<file path="config.mk">
export PLATFORM = sky130hd
export DESIGN_NAME = useq_top
export DESIGN_NICKNAME = d
export VERILOG_FILES = /design/src/isa_pkg.sv /design/src/ucode_pkg.sv /design/src/ucode_bus_if.sv /design/src/upc_counter.sv /design/src/ucode_rom.sv /design/src/flag_unit.sv /design/src/bus_cycle_fsm.sv /design/src/useq_top.sv
export SDC_FILE = /design/constraint.sdc
export NUM_CORES = 1
export LEC_CHECK = 0
export BUFFER_PORTS_ARGS = -buffer_cell sky130_fd_sc_hd__buf_4
export CAP_MARGIN = 20
export CORE_ASPECT_RATIO = 1.1
export CORE_MARGIN = 2
export CORE_UTILIZATION = 45
export DETAILED_ROUTE_END_ITERATION = 12
export GPL_TIMING_DRIVEN = 0
export PLACE_DENSITY = 0.68
export SLEW_MARGIN = 15
export SYNTH_ARGS = -nofsm -noshare
export SYNTH_HDL_FRONTEND = slang
export SYNTH_SLANG_ARGS = --single-unit
</file>
<file path="constraint.sdc">
create_clock -name clk1 -period 5.2 [get_ports clk1]
set_clock_uncertainty 0.05 [all_clocks]
set_input_delay 0 -clock clk1 [delete_from_list [all_inputs] [get_ports clk1]]
set_output_delay 0 -clock clk1 [all_outputs]
set_load 0.03 [all_outputs]
</file>
<file path="src/isa_pkg.sv">
/*
 * Instruction word layout of the 16-bit accumulator CPU.
 * Opcode sits in bits 15:12 in both formats.
 * Opcodes 8 to 15 are unassigned and run as a fetch plus a no-op step.
 */
package isa_pkg;

   ////////////////////////////////////////
   // Opcodes
   ////////////////////////////////////////
   typedef enum logic [3:0] {
      op_and   = 4'h0,  // AC and operand
      op_add   = 4'h1,  // AC plus operand
      op_load  = 4'h2,  // Operand to AC
      op_store = 4'h3,  // AC to memory
      op_jmp   = 4'h4,  // Address to PC
      op_iot   = 4'h5,  // I/O read into AC
      op_opr   = 4'h6,  // Flag and AC micro-ops from the word itself
      op_skl   = 4'h7   // Skip if link set
   } opcode_t;

   // Memory reference view
   typedef struct packed {
      opcode_t     opcode;
      logic        indirect;  // Indirect bit, not decoded by the sequencer
      logic [10:0] addr;      // Operand address
   } mem_fmt_t;

   // Operate view, bits 11 down to 7
   typedef struct packed {
      opcode_t    opcode;
      logic       cpl;     // Complement link
      logic       cll;     // Clear link
      logic       sti;     // Set interrupt enable
      logic       cli;     // Clear interrupt enable
      logic       inc_ac;  // Increment AC
      logic [6:0] spare;
   } opr_fmt_t;

   // One word, two decodes
   typedef union packed {
      mem_fmt_t mem_fmt;
      opr_fmt_t opr_fmt;
   } instr_u;

endpackage

</file>
<file path="src/ucode_pkg.sv">
/*
 * Microcode control word and address layout.
 * Bit positions of the control word match the 24-bit ROM image,
 * bit 18 is reserved and always zero.
 */
package ucode_pkg;

   ////////////////////////////////////////
   // Unit selects and ALU operations
   ////////////////////////////////////////
   typedef enum logic [3:0] {
      ru_none    = 4'h0,  // Bus reads as zero
      ru_ac      = 4'h1,
      ru_pc      = 4'h2,
      ru_dr      = 4'h3,
      ru_mem     = 4'h4,  // Memory data
      ru_io      = 4'h5,  // I/O data
      ru_ir_addr = 4'h6   // Address field of IR
   } unit_sel_t;

   typedef enum logic [2:0] {
      wu_none = 3'h0,
      wu_ac   = 3'h1,
      wu_pc   = 3'h2,
      wu_dr   = 3'h3,
      wu_ir   = 3'h4,
      wu_mem  = 3'h5,  // Memory write data
      wu_io   = 3'h6
   } wunit_sel_t;

   typedef enum logic [3:0] {
      alu_pass = 4'h0,
      alu_and  = 4'h1,
      alu_add  = 4'h2,
      alu_not  = 4'h3
   } alu_op_t;

   ////////////////////////////////////////
   // Control word, bit 23 down to bit 0
   ////////////////////////////////////////
   typedef struct packed {
      logic       uend;      // End of instruction
      logic       wen;       // Write cycle
      logic       r;         // Read cycle
      logic       io;        // I/O cycle
      logic       mem;       // Memory cycle
      logic       reserved;
      logic       inc_dr;
      logic       inc_pc;
      logic       cli;
      logic       sti;
      logic       cll;
      logic       cpl;
      logic       inc_ac;
      alu_op_t    opif;
      wunit_sel_t wunit;
      unit_sel_t  runit;
   } ctrl_word_t;

   typedef logic [3:0] upc_t;  // Microstep

   // ROM address
   typedef struct packed {
      logic             irq_taken;
      logic             link;
      isa_pkg::opcode_t opcode;
      logic             skip;
      logic             aindex;
      upc_t             upc;
   } uaddr_t;

endpackage

</file>
<file path="src/ucode_bus_if.sv">
/*
 * Handshake between the sequencer and the bus engine.
 * start is a single-cycle pulse; is_io and is_write are sampled with it.
 */
interface ucode_bus_if;

   logic start;     // Begin a bus cycle
   logic is_io;     // I/O space, else memory
   logic is_write;  // Write, else read
   logic busy;      // Cycle in flight
   logic timeout;   // Ack never came, one-cycle pulse

   // Sequencer side
   modport seq (
      output start,
      output is_io,
      output is_write,
      input  busy,
      input  timeout
   );

   // Bus engine side
   modport engine (
      input  start,
      input  is_io,
      input  is_write,
      output busy,
      output timeout
   );

endinterface

</file>
<file path="src/upc_counter.sv">
/*
 * Microcode step counter.
 * Priority is reset, hold, clear on end, increment.
 * Wraps after step 15 if the table has no end bit there.
 */
module upc_counter (
   input  logic            clk1,
   input  logic            rst,
   input  logic            hold,  // Step not finished
   input  logic            uend,  // Last step of the instruction
   output ucode_pkg::upc_t upc
);

   always_ff @(posedge clk1) begin
      if (rst) begin
         upc <= '0;
      end else if (!hold) begin
         if (uend) begin
            upc <= '0;  // Back to fetch
         end else begin
            upc <= upc + 4'd1;
         end
      end
   end

endmodule

</file>
<file path="src/ucode_rom.sv">
/*
 * Microcode table, purely combinational.
 * Step 0 fetches for every opcode. An interrupt replaces the opcode from step 1.
 * Unused steps only raise end, so the counter always returns to fetch.
 */
module ucode_rom (
   input  ucode_pkg::uaddr_t     uaddr,
   output ucode_pkg::ctrl_word_t ctrl
);
   import isa_pkg::*;
   import ucode_pkg::*;

   upc_t oper_step;  // Step of the operand cycle

   // Auto-index inserts two steps ahead of the operand
   assign oper_step = uaddr.aindex ? 4'd4 : 4'd2;

   always_comb begin
      ctrl = '0;
      if (uaddr.upc == 4'd0) begin
         ////////////////////////////////////////
         // Fetch
         ////////////////////////////////////////
         ctrl.runit  = ru_mem;
         ctrl.wunit  = wu_ir;
         ctrl.mem    = 1'b1;
         ctrl.r      = 1'b1;
         ctrl.inc_pc = 1'b1;  // PC now points past the instruction
      end else if (uaddr.irq_taken) begin
         ////////////////////////////////////////
         // Interrupt entry
         ////////////////////////////////////////
         case (uaddr.upc)
            4'd1: begin  // Save return PC
               ctrl.runit = ru_pc;
               ctrl.wunit = wu_mem;
               ctrl.mem   = 1'b1;
               ctrl.wen   = 1'b1;
            end
            4'd2: begin  // PC to vector 0, mask further interrupts
               ctrl.runit = ru_none;
               ctrl.wunit = wu_pc;
               ctrl.opif  = alu_pass;
               ctrl.cli   = 1'b1;
               ctrl.uend  = 1'b1;
            end
            default: ctrl.uend = 1'b1;
         endcase
      end else begin
         case (uaddr.opcode)
            op_and, op_add, op_load, op_store: begin
               if (uaddr.upc == 4'd1) begin
                  ctrl.runit = ru_ir_addr;  // Operand address to DR
                  ctrl.wunit = wu_dr;
               end else if (uaddr.aindex && uaddr.upc == 4'd2) begin
                  ctrl.inc_dr = 1'b1;       // Bump pointer
               end else if (uaddr.aindex && uaddr.upc == 4'd3) begin
                  ctrl.runit = ru_dr;       // Write pointer back
                  ctrl.wunit = wu_mem;
                  ctrl.mem   = 1'b1;
                  ctrl.wen   = 1'b1;
               end else if (uaddr.upc == oper_step) begin
                  ctrl.mem  = 1'b1;
                  ctrl.uend = 1'b1;
                  if (uaddr.opcode == op_store) begin
                     ctrl.runit = ru_ac;
                     ctrl.wunit = wu_mem;
                     ctrl.wen   = 1'b1;
                  end else begin
                     ctrl.runit = ru_mem;
                     ctrl.wunit = wu_ac;
                     ctrl.r     = 1'b1;
                     ctrl.opif  = (uaddr.opcode == op_and) ? alu_and :
                                  (uaddr.opcode == op_add) ? alu_add : alu_pass;
                  end
               end else begin
                  ctrl.uend = 1'b1;
               end
            end
            op_jmp: begin
               ctrl.runit = ru_ir_addr;
               ctrl.wunit = wu_pc;
               ctrl.uend  = 1'b1;
            end
            op_iot: begin
               if (uaddr.upc == 4'd1) begin  // I/O read into AC
                  ctrl.runit = ru_io;
                  ctrl.wunit = wu_ac;
                  ctrl.io    = 1'b1;
                  ctrl.r     = 1'b1;
               end else begin
                  ctrl.inc_pc = uaddr.skip;  // Device skip
                  ctrl.uend   = 1'b1;
               end
            end
            op_skl: begin
               ctrl.inc_pc = uaddr.link;
               ctrl.uend   = 1'b1;
            end
            default: ctrl.uend = 1'b1;  // op_opr strobes come from IR
         endcase
      end
   end

endmodule

</file>
<file path="src/flag_unit.sv">
/*
 * Link and interrupt-enable flags.
 * Updated once per completed microstep. Clear link acts before complement,
 * clear interrupt enable wins over set.
 */
module flag_unit (
   input  logic clk1,
   input  logic rst,
   input  logic step_done,  // Counter advances this edge
   input  logic cpl,
   input  logic cll,
   input  logic sti,
   input  logic cli,
   output logic link,
   output logic intr_en
);

   logic link_cleared;  // Link after clear, before complement

   assign link_cleared = cll ? 1'b0 : link;

   always_ff @(posedge clk1) begin
      if (rst) begin
         link    <= 1'b0;
         intr_en <= 1'b0;
      end else if (step_done) begin
         link <= link_cleared ^ cpl;  // cll then cpl gives set
         if (cli) begin
            intr_en <= 1'b0;
         end else if (sti) begin
            intr_en <= 1'b1;
         end
      end
   end

endmodule

</file>
<file path="src/bus_cycle_fsm.sv">
/*
 * Four-phase req/ack engine for memory and I/O cycles.
 * Cycle kind is latched at start and held while req is high.
 * Expects ack_timeout of 2 or more. A timed-out cycle drops req without ack.
 */
module bus_cycle_fsm #(
   parameter int ack_timeout = 64  // Cycles to wait for ack
) (
   input  logic        clk1,
   input  logic        rst,
   ucode_bus_if.engine ctl,
   output logic        bus_req,
   output logic        bus_io,
   output logic        bus_write,
   input  logic        bus_ack
);

   localparam int cnt_w = $clog2(ack_timeout + 1);

   typedef enum logic [1:0] {
      idle,      // Waiting for start
      req_high,  // Req up, waiting for ack
      req_low,   // Req down, waiting for ack to drop
      finish     // Settle cycle, busy still high
   } state_t;

   state_t           state;
   logic [cnt_w-1:0] wait_cnt;   // Cycles spent in req_high
   logic             timed_out;

   always_ff @(posedge clk1) begin
      if (rst) begin
         state     <= idle;
         wait_cnt  <= '0;
         timed_out <= 1'b0;
         bus_io    <= 1'b0;
         bus_write <= 1'b0;
      end else begin
         timed_out <= 1'b0;  // Pulse only
         case (state)
            idle: begin
               wait_cnt <= '0;
               if (ctl.start) begin
                  state     <= req_high;
                  bus_io    <= ctl.is_io;  // Stable for the whole cycle
                  bus_write <= ctl.is_write;
               end
            end
            req_high: begin
               wait_cnt <= wait_cnt + 1'b1;
               if (bus_ack) begin
                  state <= req_low;
               end else if (wait_cnt == cnt_w'(ack_timeout - 1)) begin
                  state     <= finish;  // Give up, release sequencer
                  timed_out <= 1'b1;
               end
            end
            req_low: begin
               if (!bus_ack) begin
                  state <= finish;
               end
            end
            default: state <= idle;  // finish
         endcase
      end
   end

   assign bus_req     = (state == req_high);
   assign ctl.busy    = (state != idle);  // High from the cycle after start
   assign ctl.timeout = timed_out;

endmodule

</file>
<file path="src/useq_top.sv">
/*
 * Microcode sequencer top. ir, irq, skip and aindex must be stable for the
 * whole instruction, as the table is read combinationally every cycle.
 * A bus cycle starts on the first cycle of a step with mem or io set.
 */
module useq_top #(
   parameter int ack_timeout = 64
) (
   input  logic                  clk1,
   input  logic                  rst,
   input  logic [15:0]           ir,
   input  logic                  irq,
   input  logic                  halt,
   input  logic                  skip,
   input  logic                  aindex,
   input  logic                  bus_ack,
   output ucode_pkg::upc_t       upc,
   output ucode_pkg::unit_sel_t  runit,
   output ucode_pkg::wunit_sel_t wunit,
   output ucode_pkg::alu_op_t    opif,
   output logic                  inc_ac,
   output logic                  inc_pc,
   output logic                  inc_dr,
   output logic                  link,
   output logic                  intr_en,
   output logic                  bus_req,
   output logic                  bus_io,
   output logic                  bus_write,
   output logic                  bus_timeout
);
   import isa_pkg::*;
   import ucode_pkg::*;

   instr_u     instr;
   uaddr_t     uaddr;
   ctrl_word_t ctrl;
   logic       irq_taken;
   logic       opr_step;    // Execute step of op_opr
   logic       step_first;  // First cycle of the current step
   logic       hold;
   logic       step_done;
   logic       cpl, cll, sti, cli;

   ucode_bus_if ctl_if ();

   ////////////////////////////////////////
   // Microcode address
   ////////////////////////////////////////
   assign instr     = ir;
   assign irq_taken = irq & intr_en;

   always_comb begin
      uaddr.irq_taken = irq_taken;
      uaddr.link      = link;
      uaddr.opcode    = instr.mem_fmt.opcode;
      uaddr.skip      = skip;
      uaddr.aindex    = aindex;
      uaddr.upc       = upc;
   end

   ucode_rom rom_i (.uaddr(uaddr), .ctrl(ctrl));

   ////////////////////////////////////////
   // Step timing
   ////////////////////////////////////////
   always_ff @(posedge clk1) begin
      if (rst) begin
         step_first <= 1'b1;
      end else if (step_done) begin
         step_first <= 1'b1;  // Next step begins
      end else if (ctl_if.start) begin
         step_first <= 1'b0;  // One start per step
      end
   end

   assign ctl_if.start    = step_first & (ctrl.mem | ctrl.io) & ~halt;
   assign ctl_if.is_io    = ctrl.io;
   assign ctl_if.is_write = ctrl.wen;
   assign hold            = halt | ctl_if.busy | ctl_if.start;
   assign step_done       = ~hold;

   upc_counter upc_i (
      .clk1(clk1), .rst(rst), .hold(hold), .uend(ctrl.uend), .upc(upc)
   );

   // Operate bits act on the single step after fetch
   assign opr_step = (instr.opr_fmt.opcode == op_opr) && !irq_taken && (upc == 4'd1);
   assign cpl      = ctrl.cpl | (opr_step & instr.opr_fmt.cpl);
   assign cll      = ctrl.cll | (opr_step & instr.opr_fmt.cll);
   assign sti      = ctrl.sti | (opr_step & instr.opr_fmt.sti);
   assign cli      = ctrl.cli | (opr_step & instr.opr_fmt.cli);

   flag_unit flag_i (
      .clk1(clk1), .rst(rst), .step_done(step_done),
      .cpl(cpl), .cll(cll), .sti(sti), .cli(cli),
      .link(link), .intr_en(intr_en)
   );

   bus_cycle_fsm #(.ack_timeout(ack_timeout)) bus_i (
      .clk1(clk1), .rst(rst), .ctl(ctl_if),
      .bus_req(bus_req), .bus_io(bus_io), .bus_write(bus_write), .bus_ack(bus_ack)
   );

   // Datapath steering
   assign runit       = ctrl.runit;
   assign wunit       = ctrl.wunit;
   assign opif        = ctrl.opif;
   assign inc_ac      = ctrl.inc_ac | (opr_step & instr.opr_fmt.inc_ac);
   assign inc_pc      = ctrl.inc_pc;
   assign inc_dr      = ctrl.inc_dr;
   assign bus_timeout = ctl_if.timeout;

endmodule

</file>
==> impl_results.md <==
- Outcome: completed
- Commonest non-fill, non-tap cells in the layout: 37 x buf_4, 22 x nor2_1, 19 x dfxtp_1
- Worst Tran Pin Value: around 850 ps
- IO Pins: 47
- RSZ-0062 raised after global routing: false
- Core ar.: 0.00307 sq mm
- Vias in the first global route: 1495
- Register area share after synthesis: 0.261
- CTS resizes: 0
- Worst slew margin: 0.426
- Synthesized instance count: 187
- Die extent in y: about 64 um
- Area Overhead vs Synth: 25.5%
- Die width: 58.3 um
- Arr. time, crit path: between 3000 and 4000 ps
- Longest Clk Path Bufs: 2
- Power per cell area: roughly 390 mW/mm^2
- Synth top area share: 0.261
- WHS: 4.32 ps
- Share of cells above drive strength 1: 0.234
- Num rows: 21
- Count of warnings emitted by yosys: 0
- Setup_tns: 0 ps
- PortBufs: 34
- Nets: 264
- Diode count: 0
- Full die area: 0.00371 sq mm
- Max IR drop VDD: 0.000287 V
- Post-CTS setup buffers: 0
- Count of final hold-check violations: 0
- Via count: 1545
- Clock Tree Root: clkbuf_4
- Critical path class: flip-flop to flip-flop
- First-pass DRT Iterations: 4
- Critical Path RT: 5400 ps
- CTS tree: done
- Complex-gate fraction of the synthesized area: 0.263
- Drt drc: 0
- Count of hold-fix buffers inserted at cts: 4
- Path category of the worst min-delay check: input port to flip-flop
- Synth Area in Adders: 0.0772
- Sequential standard cell area: 380 sq um
- Initial Utilization: 0.475
- Count of unique library cells instantiated by Yosys: 51
- Post-synth EDFFs: 0
- Total power: 0.000708 W
- Yosys top cell by area: dfxtp_1
- Post-Synth Simple-Gate Area: 0.316
- Initial antenna violation count: 0
- Main combinational cell family by area after synthesis: simple AND/OR/NAND/NOR gates
- Clk slew on worst S/H paths: 100 ps
- XOR/XNOR Fraction of Synth Area: 0
- CTS H-Tree Depth: 1
- First-pass GRT wire length: 6530 um
- Largest net degree at the start of global routing: 11
- Async set-reset flop share out of synthesis: 0
- Final HPWL DP: around 2900 um
- Clk sinks: 19
- Critical path endpoint category: flip-flop
- # fillers: 300
- Minimum clock period: ~3100 ps
- Average wire per standard cell: approximately 14 um
- Tot GR Track Use: 0.218
- Fmax: 320 MHz
- Clock Latency Late Sink: 300 ps
- Startpoint types: flip-flop
- Multi-input gate area: around 1000 sq um
- Crit Path Max Fanout: 7
- Routed WL: ~3800 um
- Final Slew Violations: 0
- Routed Antenna Nets: 0
- #FFs+latches synth: 19
- Leading cell type in the layout, fill and taps excluded: buf_4
- Final worst slack: 2070 ps
- Main synth FF type: dfxtp_1
- Final worst-path cycle share: 0.602
- Mean post-synth cell area: 7.80 sq um
- Drt first-iter violations: 107
- Mapped cell area: 0.00146 sq mm
- Cts bufs inserted: 3
- Routed vias/inst: 5.83
- Remaining Overflow, GRT: 0
- Main area contributors after synthesis: dfxtp_1 26%, ha_1 7.7%, nor2_1 5.7%
- # setup viols final: 0
- Max_cap viols: 0
- Multiplexer share of the synthesized area: 0.0206
- Pre-CTS setup slack: about 2700 ps
- LEAKAGE: 0.752 nW
- Gpl congestion: 0.908
[sequential cells by signal, summed over array words and instances, names as in the netlist]
register / count
bus_i.bus_write: 1
bus_i.state: 2
step_first: 1
flag_i.intr_en: 1
bus_i.wait_cnt: 7
upc_i.upc: 4
bus_i.ctl.timeout: 1
flag_i.link: 1
bus_i.bus_io: 1
[synth_stat cells (2+ instances only)]
cell	instances
buf_4	3
nand3b_1	2
nand3_1	6
a21oi_1	11
or3b_1	2
clkbuf_1	5
ha_1	9
a311oi_1	3
o32ai_1	2
o21ai_2	2
nor3b_1	6
dfxtp_1	19
or2_2	2
nor2b_1	3
o32a_1	2
a211oi_1	3
nand2_1	18
mux2i_1	3
o21ai_0	13
nor4b_1	2
nor2_1	22
inv_1	8
nand4bb_1	2
and2_1	3
and3_1	4
buf_2	3
a31oi_1	2
nand2b_1	4
[cell families (layout without fill, tap and decap cells)]
group	after synthesis	count (layout)
compound gates	52	52
fa+ha+maj	9	9
buf+inv	19	61
flops	19	19
mux	3	3
other cells	1	3
simple gates	84	84
[power breakdown]
| part | switching, W | internal [W] |
|---|---|---|
| Combinational | 0.000277 | 0.000171 |
| Clock | 0.0000453 | 0.0000300 |
| Sequential | 0.0000212 | 0.000163 |
| Total | 0.000344 | 0.000364 |
[stage by stage]
stage / cells / utilization / area [sq um]
2_1_floorplan: 189 / - / 1470
3_3_place_gp: 257 / 0.574 / 1760
3_5_place_dp: 257 / 0.574 / 1760
4_1_cts: 265 / 0.595 / 1830
5_1_grt: 265 / 0.595 / 1830
6_report: 265 / 0.595 / 1830
[final timing paths]
kind,from,endpoint,slack [ps],cells after the start
min reg2reg,bus_i.wait_cnt[5],bus_i.wait_cnt[5],450,1
max,upc_i.upc[0],flag_i.intr_en,2070,8
min,ir[10],flag_i.link,4,4
max reg2reg,upc_i.upc[0],flag_i.intr_en,2070,8
[metal layers]
| layer | vias to the layer above | track usage | share of wire |
|---|---|---|---|
| met3 | 7 | 0.0205 | 0.049 |
| met1 | 727 | 0.254 | 0.43 |
| met5 | - | 0 | 0 |
| li1 | 763 | - | - |
| met2 | 48 | 0.393 | 0.50 |
| met4 | 0 | 0.0901 | 0.022 |
[area by class of cell]
class	instances	share of cell area
buffer	11	0.0308
clock buffer	4	0.0144
inverter	8	0.0164
multi-input combinational	151	0.546
sequential	19	0.208
tap	34	0.0232
timing repair buffer	38	0.161
[critical path: stages (launching register included)]
cell	delay [ps]
dfxtp_1	490
ha_1	210
nor3b_1	590
nor4b_1	180
a211oi_4	440
o21a_4	230
a31oi_1	100
a211oi_1	220
dlygate4sd3_1	570
Power figures use the tool's default switching activity.
